**src/hdl/u712RegPkg.sv**
```systemverilog
// Shared widths, register window constants and cycle FSM states for the register bridge
`default_nettype none

package u712RegPkg;

    ////////////////////////////////////////////////////////////
    // Bus widths
    ////////////////////////////////////////////////////////////

    // CPU byte address
    localparam int CPU_ADDR_W = 32;
    // Word-wide register data path
    localparam int CPU_DATA_W = 16;
    // Word address into the 256 chip registers
    localparam int REG_ADDR_W = 8;

    ////////////////////////////////////////////////////////////
    // Register window
    ////////////////////////////////////////////////////////////

    // Custom chip registers start here
    localparam logic [CPU_ADDR_W-1:0] REG_BASE = 32'h00DF_F000;
    // 512 byte window, so address bits 8:0 are ignored in the compare
    localparam logic [CPU_ADDR_W-1:0] REG_MASK = 32'hFFFF_FE00;

    ////////////////////////////////////////////////////////////
    // Register cycle FSM
    ////////////////////////////////////////////////////////////

    // Named after the 68000 bus states they lead into
    typedef enum logic [2:0] {
        IDLE = 3'd0,
        S1   = 3'd1,
        S2   = 3'd2,
        S4   = 3'd3,
        S5   = 3'd4
    } regState_t;

endpackage

`default_nettype wire

```
**src/hdl/regSpaceDecode.sv**
```systemverilog
// Checks each CPU transfer start against the register window and latches the hit's request
`timescale 1ns/100ps
`default_nettype none

module regSpaceDecode (
    input  logic                             CLK80,
    input  logic                             RESETn,
    input  logic                             tsN,
    input  logic                             rnW,
    input  logic [u712RegPkg::CPU_ADDR_W-1:0] cpuAddr,
    input  logic [u712RegPkg::CPU_DATA_W-1:0] cpuWrData,
    output logic                             regStartN,
    output logic                             regRnW,
    output logic [u712RegPkg::REG_ADDR_W-1:0] regAddr,
    output logic [u712RegPkg::CPU_DATA_W-1:0] regWrData
);

    import u712RegPkg::*;

    ////////////////////////////////////////////////////////////
    // Window compare
    ////////////////////////////////////////////////////////////

    logic windowHit;

    // Only the masked upper bits take part
    assign windowHit = !tsN && ((cpuAddr & REG_MASK) == REG_BASE);

    ////////////////////////////////////////////////////////////
    // Start strobe
    ////////////////////////////////////////////////////////////

    // One cycle low pulse, one clock after the hit
    always_ff @(posedge CLK80) begin
        if (!RESETn) begin
            regStartN <= 1'b1;
        end else begin
            regStartN <= !windowHit;
        end
    end

    ////////////////////////////////////////////////////////////
    // Request latch
    ////////////////////////////////////////////////////////////

    // Held until the next hit
    always_ff @(posedge CLK80) begin
        if (windowHit) begin
            // Byte address bit 0 dropped, word registers only
            regAddr   <= cpuAddr[REG_ADDR_W:1];
            regRnW    <= rnW;
            regWrData <= cpuWrData;
        end
    end

endmodule

`default_nettype wire

```
**src/hdl/regCycleSm.sv**
```systemverilog
// Builds a 68000-style chipset register cycle from a decoded start, paced by C1/C3 and DBR
`timescale 1ns/100ps
`default_nettype none

module regCycleSm (
    input  logic CLK80,
    input  logic RESETn,
    input  logic regStartN,
    input  logic regRnW,
    input  logic c1,
    input  logic c3,
    input  logic dbrN,
    output logic asN,
    output logic regEnN,
    output logic dsEn,
    output logic regCycle,
    output logic regTack
);

    import u712RegPkg::*;

    ////////////////////////////////////////////////////////////
    // Chipset clock and DBR synchronizers
    ////////////////////////////////////////////////////////////

    logic [1:0] c1Sync;
    logic [1:0] c3Sync;
    logic [1:0] dbrSync;

    // Two stages each, bit 1 is the safe copy
    always_ff @(posedge CLK80) begin
        if (!RESETn) begin
            c1Sync  <= 2'b11;
            c3Sync  <= 2'b11;
            dbrSync <= 2'b11;
        end else begin
            c1Sync  <= {c1Sync[0], c1};
            c3Sync  <= {c3Sync[0], c3};
            dbrSync <= {dbrSync[0], dbrN};
        end
    end

    ////////////////////////////////////////////////////////////
    // Cycle FSM
    ////////////////////////////////////////////////////////////

    regState_t state;
    logic      pending;
    logic      cycleRnW;
    logic      leaveIdle;

    // Phase where a new 68000 cycle may begin
    assign leaveIdle = (state == IDLE) && pending && !c1Sync[1] && c3Sync[1];

    always_ff @(posedge CLK80) begin
        if (!RESETn) begin
            state    <= IDLE;
            pending  <= 1'b0;
            cycleRnW <= 1'b1;
            asN      <= 1'b1;
            regEnN   <= 1'b1;
            dsEn     <= 1'b0;
            regCycle <= 1'b0;
            regTack  <= 1'b0;
        end else begin
            // CPU may start again while the last cycle is in S5
            // a fresh start wins over the clear
            pending <= !regStartN || (pending && !leaveIdle);
            // Acknowledge is a single cycle pulse
            regTack <= 1'b0;

            unique case (state)
                IDLE: begin
                    if (leaveIdle) begin
                        // Direction frozen for the whole cycle
                        cycleRnW <= regRnW;
                        state    <= S1;
                    end
                end
                S1: begin
                    if (!c1Sync[1] && !c3Sync[1]) begin
                        // State 2, strobes out
                        asN    <= 1'b0;
                        regEnN <= 1'b0;
                        dsEn   <= cycleRnW;
                        state  <= S2;
                    end
                end
                S2: begin
                    // Wait states while the chipset owns the bus
                    if (dbrSync[1] && c1Sync[1] && c3Sync[1]) begin
                        // State 4
                        regCycle <= 1'b1;
                        dsEn     <= 1'b1;
                        state    <= S4;
                    end
                end
                S4: begin
                    if (!c1Sync[1] && c3Sync[1]) begin
                        // State 5, early read acknowledge
                        regTack <= cycleRnW;
                        state   <= S5;
                    end
                end
                S5: begin
                    if (c1Sync[1] && !c3Sync[1]) begin
                        // State 7, cycle done, late write acknowledge
                        regTack  <= !cycleRnW;
                        asN      <= 1'b1;
                        regEnN   <= 1'b1;
                        dsEn     <= 1'b0;
                        regCycle <= 1'b0;
                        state    <= IDLE;
                    end
                end
                default: begin
                    state <= IDLE;
                end
            endcase
        end
    end

endmodule

`default_nettype wire

```
**src/hdl/regDataPath.sv**
```systemverilog
// Read capture and write drive between the CPU data bus and the chip register bus
`timescale 1ns/100ps
`default_nettype none

module regDataPath (
    input  logic                             CLK80,
    input  logic                             RESETn,
    input  logic                             regRnW,
    input  logic                             dsEn,
    input  logic                             regTack,
    input  logic [u712RegPkg::CPU_DATA_W-1:0] regWrData,
    input  logic [u712RegPkg::CPU_DATA_W-1:0] chipRdData,
    output logic [u712RegPkg::CPU_DATA_W-1:0] cpuRdData,
    output logic [u712RegPkg::CPU_DATA_W-1:0] chipWrData
);

    ////////////////////////////////////////////////////////////
    // Read path
    ////////////////////////////////////////////////////////////

    logic rdCapture;

    // Acknowledge doubles as the latch strobe
    assign rdCapture = regTack && regRnW;

    // Held for the CPU until the next read lands
    always_ff @(posedge CLK80) begin
        if (!RESETn) begin
            cpuRdData <= '0;
        end else if (rdCapture) begin
            cpuRdData <= chipRdData;
        end
    end

    ////////////////////////////////////////////////////////////
    // Write path
    ////////////////////////////////////////////////////////////

    logic wrDrive;

    // Buffer enable, data strobe on a write
    assign wrDrive = dsEn && !regRnW;

    // Zero stands in for the released buffer
    always_comb begin
        if (wrDrive) begin
            chipWrData = regWrData;
        end else begin
            chipWrData = '0;
        end
    end

endmodule

`default_nettype wire

```
**src/hdl/u712RegTop.sv**
```systemverilog
// Top of the register bridge, joins decoder, cycle FSM and data path to CPU and chip pins
`timescale 1ns/100ps
`default_nettype none

module u712RegTop (
    input  logic                             CLK80,
    input  logic                             RESETn,
    // CPU side
    input  logic                             tsN,
    input  logic                             rnW,
    input  logic [u712RegPkg::CPU_ADDR_W-1:0] cpuAddr,
    input  logic [u712RegPkg::CPU_DATA_W-1:0] cpuWrData,
    output logic                             regTack,
    output logic [u712RegPkg::CPU_DATA_W-1:0] cpuRdData,
    // Chipset side
    input  logic                             c1,
    input  logic                             c3,
    input  logic                             dbrN,
    input  logic [u712RegPkg::CPU_DATA_W-1:0] chipRdData,
    output logic                             asN,
    output logic                             regEnN,
    output logic                             dsEn,
    output logic                             regCycle,
    output logic [u712RegPkg::REG_ADDR_W-1:0] chipAddr,
    output logic [u712RegPkg::CPU_DATA_W-1:0] chipWrData
);

    ////////////////////////////////////////////////////////////
    // Decoded request
    ////////////////////////////////////////////////////////////

    logic                             regStartN;
    logic                             regRnW;
    logic [u712RegPkg::CPU_DATA_W-1:0] regWrData;

    // Latched word address goes straight to the chip bus
    regSpaceDecode i_regSpaceDecode (
        .CLK80     (CLK80),
        .RESETn    (RESETn),
        .tsN       (tsN),
        .rnW       (rnW),
        .cpuAddr   (cpuAddr),
        .cpuWrData (cpuWrData),
        .regStartN (regStartN),
        .regRnW    (regRnW),
        .regAddr   (chipAddr),
        .regWrData (regWrData)
    );

    ////////////////////////////////////////////////////////////
    // Chipset cycle and data
    ////////////////////////////////////////////////////////////

    regCycleSm i_regCycleSm (
        .CLK80     (CLK80),
        .RESETn    (RESETn),
        .regStartN (regStartN),
        .regRnW    (regRnW),
        .c1        (c1),
        .c3        (c3),
        .dbrN      (dbrN),
        .asN       (asN),
        .regEnN    (regEnN),
        .dsEn      (dsEn),
        .regCycle  (regCycle),
        .regTack   (regTack)
    );

    // Read data latched on the same acknowledge the CPU sees
    regDataPath i_regDataPath (
        .CLK80      (CLK80),
        .RESETn     (RESETn),
        .regRnW     (regRnW),
        .dsEn       (dsEn),
        .regTack    (regTack),
        .regWrData  (regWrData),
        .chipRdData (chipRdData),
        .cpuRdData  (cpuRdData),
        .chipWrData (chipWrData)
    );

endmodule

`default_nettype wire

```
**config.mk**
```make
export PLATFORM = sky130hd
export DESIGN_NAME = u712RegTop
export DESIGN_NICKNAME = d
export VERILOG_FILES = /design/src/hdl/u712RegPkg.sv /design/src/hdl/regSpaceDecode.sv /design/src/hdl/regCycleSm.sv /design/src/hdl/regDataPath.sv /design/src/hdl/u712RegTop.sv
export SDC_FILE = /design/constraint.sdc
export NUM_CORES = 1
export LEC_CHECK = 0
export ABC_AREA = 1
export BUFFER_PORTS_ARGS = -buffer_cell sky130_fd_sc_hd__buf_2
export CELL_PAD_IN_SITES_DETAIL_PLACEMENT = 0
export CELL_PAD_IN_SITES_GLOBAL_PLACEMENT = 1
export CORE_ASPECT_RATIO = 1.4
export CORE_UTILIZATION = 33
export CTS_BUF_LIST = sky130_fd_sc_hd__clkbuf_4 sky130_fd_sc_hd__clkbuf_8
export DETAILED_ROUTE_END_ITERATION = 8
export PLACE_DENSITY_LB_ADDON = 0.3
export SLEW_MARGIN = 20
export SYNTH_ARGS = -nofsm -noshare
export SYNTH_HDL_FRONTEND = slang
export SYNTH_SLANG_ARGS = --single-unit
export TNS_END_PERCENT = 10
```
**constraint.sdc**
```tcl
create_clock -name CLK80 -period 2 [get_ports CLK80]
set_input_delay 0.1 -clock CLK80 [delete_from_list [all_inputs] [get_ports CLK80]]
set_output_delay 0.1 -clock CLK80 [all_outputs]
set_load 0.005 [all_outputs]
```
==> flow_summary.yaml, run 1 <==
outcome:
  status: "finished with violations"
  violations: "design-rule violations"
sta:
  period_share_pct: 80.1
  fin_tns_setup_ps: 0
  period_needed_ps: 1600
  skew_ps: 5.30
  setup_viol: 0
  report.final.slew_viol_count: 0
  hold_viol: 0
  max_freq_ghz: 0.624
  rsz0062_at_grt: "false"
  worst_slew_pin_slew_ps: 517
  max_slew_margin_pct: 65.5
final_layout:
  n_fill_cell: 606
  antenna_cells: 0
  stdcell_count: 466
  multi_input_area_um2: 641
  finalNetCount: 460
  most-common-layout-cells: "buf_2 (114), nor2_1 (64), inv_1 (32), dfxtp_1 (32), dlygate4sd3_1 (30)"
  layout_commonest_cell: "buf_2"
  drive_gt1_share_pct: 37.3
  area_growth_pct: 52.5
  regArea_um2: 1390
routing:
  drc: 20
  wirelength_um: 5070
  via_count: 2041
  wl_per_cell_um: 10.9
  detail-route-antenna-nets: 0
  drt_iter0_drc: 88
  avgViaCountPerCell: 4.38
  dr.pass1.iters: 6
clocking:
  clockBufferDepth: 2
  hold_buffers: 30
  cts_setup_buffers: 0
  path_clk_slew_ps: 60
  cts_buffers: 9
  cts_sinks: 57
  cts_resized: 0
  cts_tree: "built"
  cts_max_level: 3
  root_buffer: "clkbuf_8"
  clock_latency_ps: 330
grt:
  first_global_vias: 1853
  grt_max_degree: 26
  antenna_found_initial: 0
  grt_pass1_wl_um: 8170
  grt.overflow.total: 0
  gr-usage-all-layers_pct: 15.5
synthesis:
  synthTopCellsByArea: "edfxtp_1 (34%), dfxtp_1 (29%), nor2_1 (11%)"
  synth_top_area_share_pct: 34.3
  async_flop_share_pct: 0
  yosys.cell_types.count: 23
  syn_avg_cell_area_um2: 9.19
  yosysSeqAreaShare_pct: 63.6
  synth-seq-cells: 57
  synth_top_cell_by_area: "edfxtp_1"
  netlist_instances: 238
  syn_nets: 309
  yosys_warnings: 0
  netlist_area_um2: 2190
  ys.flop_type: "dfxtp_1"
  synth_edf_count: 25
worst_setup_path:
  crit_buf_inv: 2
  worst_path_max_delay_cell: "edfxtp_1"
  cp.required_ps: 1900
  startpoint_type: "flip-flop"
  endpoint_kind: "output port"
  cpPeakStageDelay_ps: 380
  crit_chain: "inv_1, nand2_1, nor2_1, buf_2"
  worstSetupPathType: "reg -> out"
  cp_max_fo: 16
  critical_path.top_delay_family: "simple AND/OR/NAND/NOR gates"
  cp.arrival_ps: 1500
floorplan:
  io_pins: 116
  start_util_pct: 34.7
  die_y_um: 98.3
  die_area_um2: 6960
  coreArea_um2: 6300
  die_x_um: 70.8
  rows: 34
min_path:
  hp-class: "in -> reg"
power_and_ir_drop:
  ir_drop_mv: 0.360
  p_per_area_nw_per_um2: 770
  power.leakage_nw: 1.63
  finalPower_w: 0.00257
job:
  cap_violations: 0
place:
  portBuffers: 114
  dp_cells: 420
  hpwl_um: 3460
  gp_congestion: 0.791
==> through the flow <==
step	hold WS [ps]	util (%)	instance area (um2)	setup slack, ps
6_report	19.6	53.0	3330	398
5_1_grt	15.2	53.0	3330	288
4_1_cts	1.74	53.0	3330	420
3_5_place_dp	278	45.1	2840	562
3_3_place_gp	277	45.1	2840	546
2_1_floorplan	199	-	2190	463
==> cell families (layout without fill, tap and decap cells) <==
kind of cell | Yosys count | after routing | synth area share (%)
and+or+nand+nor | 114 | 114 | 22.8
AOI/OAI and AO/OA | 27 | 27 | 6.52
DFF | 57 | 57 | 63.6
buffers and inverters | 40 | 196 | 7.09
==> Yosys cell counts (2+ instances only) <==
library cell  number
edfxtp_1          25
o21ai_0           18
dfxtp_1           32
inv_1             32
nor2_4             2
a21oi_1            6
nor2_1            64
nor2_2             5
nand2_1           23
nand4_1            4
nand2_2            2
nand3_1            5
or2_2              6
clkbuf_1           5
==> final timing paths <==
path / cells after the start / slack (ps) / start / end
setup / recovery: 4 / 400 / i_regSpaceDecode.regRnW / chipWrData[4]
hold / removal: 3 / 20 / chipRdData[1] / i_regDataPath.cpuRdData[1]
hold reg to reg: 1 / 400 / i_regSpaceDecode.regStartN / i_regCycleSm.pending
setup reg to reg: 5 / 770 / i_regSpaceDecode.regRnW / i_regDataPath.cpuRdData[12]
==> layer usage <==
| layer | track usage, % | share of wire, % | up-vias |
|---|---|---|---|
| met5 | 0 | 0 | - |
| li1 | - | - | 1052 |
| met2 | 26.9 | 49 | 93 |
| met1 | 16.3 | 40 | 889 |
| met4 | 9.69 | 2.1 | 0 |
| met3 | 4.23 | 8.1 | 7 |
==> tightest hold or removal path, delay by kind of cell <==
family / cells / cell delay, ps
AOI/OAI and AO/OA: 1 / 70
buffers and inverters: 1 / 70
and+or+nand+nor: 1 / 70
==> registers in the layout (all words and copies together) (netlist names), 2 cells and up <==
name	flops
i_regCycleSm.state	3
i_regDataPath.cpuRdData	16
i_regCycleSm.c1Sync	2
i_regSpaceDecode.regWrData	16
i_regSpaceDecode.regAddr	8
i_regCycleSm.dbrSync	2
i_regCycleSm.c3Sync	2
==> cell type report <==
cell class                 instances  area share [%]
sequential                        57            41.7
multi-input combinational        141            19.2
inverter                          33            3.71
timing repair buffer             147            26.8
tap                               72            2.70
clock inverter                     6            1.73
clock buffer                      10            4.13
==> report_power, final <==
group | switching [W] | leakage (nW) | total [W] | internal (W)
clock | 0.000433 | 0.0934 | 0.00103 | 0.000597
combinational | 0.000136 | 1.06 | 0.000288 | 0.000152
sequential | 0.0000139 | 0.484 | 0.00125 | 0.00123
total | 0.000583 | 1.63 | 0.00257 | 0.00198
Note: power is estimated with default switching activity, not from simulation.
==> run 2: changes to the inputs <==
--- a/config.mk
+++ b/config.mk
@@ -10,7 +10,7 @@
 export CELL_PAD_IN_SITES_DETAIL_PLACEMENT = 0
 export CELL_PAD_IN_SITES_GLOBAL_PLACEMENT = 1
 export CORE_ASPECT_RATIO = 1.4
-export CORE_UTILIZATION = 33
+export CORE_UTILIZATION = 29
 export CTS_BUF_LIST = sky130_fd_sc_hd__clkbuf_4 sky130_fd_sc_hd__clkbuf_8
 export DETAILED_ROUTE_END_ITERATION = 8
 export PLACE_DENSITY_LB_ADDON = 0.3
==> constraint.sdc (replaced) <==
create_clock -name CLK80 -period 1.46 [get_ports CLK80]
set_input_delay 0.073 -clock CLK80 [delete_from_list [all_inputs] [get_ports CLK80]]
set_output_delay 0.073 -clock CLK80 [all_outputs]
set_load 0.005 [all_outputs]
==> run 2 against run 1 <==
The run now ends clean. Die area up 13%. Cell area increased by 4.8%. Cell count up 8.4%. Critical path depth rose by 1. Via count rose by 1.1%. Power grew 29%. Routed wire length decreased by 2.0%. Sequential power is 37% higher. Flip-flop and latch count unchanged. Highest routed layer unchanged. Count of clock-buffer cells in the layout is the same. Largest cell class unchanged. Clock skew hardly changed.
==> flow_summary.yaml, run 2 (synthesized netlist as in run 1, its figures left out) <==
final_layout:
  top_regs: "i_regDataPath.cpuRdData (16), i_regSpaceDecode.regWrData (16), i_regSpaceDecode.regAddr (8)"
  stdcell_count: 505
  layout_commonest_cell: "buf_2"
  area_growth_pct: 59.7
  most-common-layout-cells: "buf_2 (114), nor2_1 (61), dlygate4sd3_1 (43)"
  finalNetCount: 474
  antenna_cells: 0
  drive_gt1_share_pct: 37.3
  n_fill_cell: 726
place:
  portBuffers: 114
  hpwl_um: 3500
  place_ws_ps: 155
  dp_cells: 446
  gp_congestion: 0.810
clocking:
  clockBufferDepth: 2
  cts_max_level: 3
  path_clk_slew_ps: 60
  cts_tree: "built"
  root_buffer: "clkbuf_8"
  cts_buffers: 9
  clock_latency_ps: 320
  cts_sinks: 57
power_and_ir_drop:
  ir_drop_mv: 0.596
  power.leakage_nw: 1.68
  p_per_area_nw_per_um2: 944
worst_setup_path:
  cp_max_fo: 25
  endpoint_kind: "flip-flop"
  startpoint_type: "primary input"
  worstSetupPathType: "in -> reg"
  cp.required_ps: 1480
  cp.arrival_ps: 1430
grt:
  grt_pass1_wl_um: 7900
  grt.overflow.total: 0
  first_global_vias: 1940
  gr-usage-all-layers_pct: 13.3
  grt_max_degree: 26
  antenna_found_initial: 0
floorplan:
  io_pins: 116
  start_util_pct: 29.9
  die_area_um2: 7900
  die_y_um: 105
  rows: 37
  die_x_um: 75.4
  coreArea_um2: 7310
routing:
  drt_iter0_drc: 33
  wl_per_cell_um: 9.84
  via_count: 2064
  detail-route-antenna-nets: 0
  wirelength_um: 4970
  dr.pass1.iters: 4
  drc: 0
  avgViaCountPerCell: 4.09
sta:
  hold_ws_ps: 18.3
  hold_viol: 0
  setup_viol: 0
  report.final.slew_viol_count: 0
  skew_ps: 5.31
  period_needed_ps: 1410
  rsz0062_at_grt: "true"
  max_freq_ghz: 0.708
  max_slew_margin_pct: 67.0
  worst_slew_pin_slew_ps: 495
  period_share_pct: 96.7
  layout_setup_ws_ps: 48.4
job:
  cap_violations: 0
outcome:
  status: "finished clean"
min_path:
  hp-class: "in -> reg"
[run 2: area by class of cell]
type / count / area, um2 / share of cell area, %
clock buffer: 10 / 131 / 3.76
clock inverter: 6 / 26.3 / 0.752
inverter: 33 / 124 / 3.55
multi-input combinational: 141 / 656 / 18.8
sequential: 57 / 1390 / 39.8
tap: 97 / 121 / 3.47
timing repair buffer: 161 / 1040 / 29.9
[run 2: per-stage QoR]
| stage | total power (W) | utilization (%) | TNS, ps | cell area [um2] |
|---|---|---|---|---|
| after global placement | 0.00208 | 39.5 | 0 | 2890 |
| after CTS | 0.00337 | 47.4 | 0 | 3470 |
| after global routing | 0.00350 | 47.8 | -1.35 | 3490 |
| final | 0.00330 | 47.8 | 0 | 3490 |
| after detailed placement | 0.00208 | 39.5 | 0 | 2890 |
| after floorplan | 0.00192 | - | 0 | 2190 |
[run 2: worst paths after layout]
path	startpoint	end	slack, ps	cells after the start
min	chipRdData[2]	i_regDataPath.cpuRdData[2]	20	3
min reg2reg	i_regSpaceDecode.regStartN	i_regCycleSm.pending	410	1
max	cpuAddr[10]	i_regSpaceDecode.regWrData[4]	50	5
max reg2reg	i_regCycleSm.state[2]	i_regCycleSm.dsEn	300	6
[run 2: repair_timing]
item | CTS | global route
hold endpoints to repair | 42 | 1
buffers inserted | 0 | 0
endpoints found under the setup margin | 0 | 28
resized for setup | 0 | 4
hold buffers | 42 | 1
[run 2: worst max-delay path: stages]
cell and delay (ps):
dlygate4sd3_1 530, buf_2 130, nor4_2 270, and3_2 250
buf_12 170
[run 2: where the power goes]
part / total, W / leakage (nW) / internal, W / switching [W]
Sequential: 0.00171 / 0.484 / 0.00169 / 0.0000190
Clock: 0.00116 / 0.0857 / 0.000606 / 0.000556
Combinational: 0.000426 / 1.11 / 0.000236 / 0.000190
[run 2: per-layer routing]
layer / vias to the layer above / wire length [um] / GRT usage (%)
met3: 6 / 455 / 4.73
met5: - / 0 / 0
met4: 0 / 70 / 6.35
met1: 884 / 1930 / 13.0
li1: 1082 / - / -
met2: 92 / 2510 / 23.9
==> run 3: changes to the inputs <==
--- a/config.mk
+++ b/config.mk
@@ -14,6 +14,7 @@
 export CTS_BUF_LIST = sky130_fd_sc_hd__clkbuf_4 sky130_fd_sc_hd__clkbuf_8
 export DETAILED_ROUTE_END_ITERATION = 8
 export PLACE_DENSITY_LB_ADDON = 0.3
+export SETUP_SLACK_MARGIN = 0.2
 export SLEW_MARGIN = 20
 export SYNTH_ARGS = -nofsm -noshare
 export SYNTH_HDL_FRONTEND = slang
==> run 3 against run 2 <==
Register-to-register slack about the same. Flip-flop and latch count unchanged. Via count up 1.4%. Critical endpoint is now chipWrData[9]. Largest cell class unchanged. Largest power group unchanged.
==> flow_summary.yaml, run 3 (synthesized netlist as in run 1, its figures left out) <==
outcome:
  status: "finished clean"
grt:
  grt_pass1_wl_um: 7980
  first_global_vias: 1944
  grt_max_degree: 26
  grt.overflow.total: 0
  antenna_found_initial: 0
  gr-usage-all-layers_pct: 13.5
place:
  hpwl_um: 3500
  place_ws_ps: 155
  portBuffers: 114
  gp_congestion: 0.810
clocking:
  cts_max_level: 3
  cts_buffers: 9
  cts_tree: "built"
  path_clk_slew_ps: 60
  clockBufferDepth: 2
  clock_latency_ps: 320
  cts_sinks: 57
  root_buffer: "clkbuf_8"
routing:
  detail-route-antenna-nets: 0
  avgViaCountPerCell: 4.13
  via_count: 2092
  drc: 0
  wirelength_um: 5300
  drt_iter0_drc: 39
  dr.pass1.iters: 4
  wl_per_cell_um: 10.5
worst_setup_path:
  worstSetupPathType: "reg -> out"
  startpoint_type: "flip-flop"
  endpoint_kind: "output port"
  cp.required_ps: 1390
  cp.arrival_ps: 1240
  cp_max_fo: 8
floorplan:
  rows: 37
  die_y_um: 105
  start_util_pct: 29.9
  die_area_um2: 7900
  die_x_um: 75.4
  coreArea_um2: 7310
  io_pins: 116
sta:
  fin_tns_setup_ps: 0
  period_needed_ps: 1310
  period_share_pct: 89.7
  layout_setup_ws_ps: 150
  max_freq_ghz: 0.763
  worst_slew_pin_slew_ps: 495
  setup_viol: 0
  hold_ws_ps: 19.1
  hold_viol: 0
  report.final.slew_viol_count: 0
  rsz0062_at_grt: "true"
  max_slew_margin_pct: 67.0
  skew_ps: 5.90
final_layout:
  n_fill_cell: 704
  drive_gt1_share_pct: 41.1
  finalNetCount: 475
  antenna_cells: 0
  layout_commonest_cell: "buf_2"
  top_regs: "i_regDataPath.cpuRdData (16), i_regSpaceDecode.regWrData (16), i_regSpaceDecode.regAddr (8)"
  most-common-layout-cells: "buf_2 (109), nor2_1 (48), dlygate4sd3_1 (42)"
  area_growth_pct: 67.5
power_and_ir_drop:
  power_frac_seq_pct: 50.8
  p_per_area_nw_per_um2: 920
  combPwrFrac_pct: 14.6
  swShare_pct: 23.8
  p_switching_w: 0.000802
  finalPower_w: 0.00337
  p_clk_share_pct: 34.5
  intPower_w: 0.00257
  ir_drop_mv: 0.607
  power.leakage_nw: 1.71
job:
  cap_violations: 0
min_path:
  hp-class: "in -> reg"
run 3: cell types whose count changed in the layout (fill, tap and decap cells not counted), moves of 2 or more:
cell	before	now
nor2_1	61	48
nor2_2	8	6
nor2_4	2	17
buf_6	0	5
buf_12	1	3
buf_2	114	109
run 3: critical path: stages (launching register included):
cell	delay [ps]
edfxtp_1	400
inv_2	100
nand2_4	70
buf_12	160
nor2_4	80
buf_2	120
run 3: final timing paths:
kind,from,end,slack [ps],cells after the start
worst max register to register,i_regCycleSm.state[2],i_regCycleSm.dsEn,300,6
worst min register to register,i_regSpaceDecode.regStartN,i_regCycleSm.pending,410,1
worst min-delay path,chipRdData[2],i_regDataPath.cpuRdData[2],20,3
worst max-delay path,i_regSpaceDecode.regRnW,chipWrData[9],150,5
run 3: area by class of cell:
type / instances / area, um2 / area share (%)
clock buffer: 10 / 131 / 3.59
clock inverter: 6 / 26.3 / 0.717
inverter: 33 / 124 / 3.38
multi-input combinational: 141 / 764 / 20.9
sequential: 57 / 1390 / 38.0
tap: 97 / 121 / 3.31
timing repair buffer: 162 / 1100 / 30.2
run 3: timing repair:
item	CTS	global route
gates resized for setup	6	40
hold endpoints to repair	42	0
cloned	1	0
endpoints found under the setup margin	16	18
pin swaps	0	0
hold buffers	42	0
setup buffers	1	0
run 3: power groups by stage:
| stage | clock (W) | sequential [W] | combinational, W |
|---|---|---|---|
| 2_1_floorplan | 0 | 0.00174 | 0.000179 |
| 3_3_place_gp | 0 | 0.00174 | 0.000332 |
| 3_5_place_dp | 0 | 0.00174 | 0.000337 |
| 4_1_cts | 0.00123 | 0.00171 | 0.000436 |
| 5_1_grt | 0.00130 | 0.00172 | 0.000558 |
| 6_report | 0.00116 | 0.00171 | 0.000494 |
run 3: per-layer routing:
layer / wire (um) / vias up / track usage (%)
met5: 0 / - / 0
met4: 68 / 0 / 6.35
met3: 476 / 6 / 4.73
met2: 2730 / 92 / 24.3
met1: 2030 / 910 / 13.1
li1: - / 1084 / -
run 3: metrics by stage:
stage	instances	instance area (um2)	util, %
6_report	506	3660	50.1
5_1_grt	506	3660	50.1
4_1_cts	506	3500	47.8
3_5_place_dp	446	2890	39.5
3_3_place_gp	446	2890	39.5
2_1_floorplan	238	2190	-
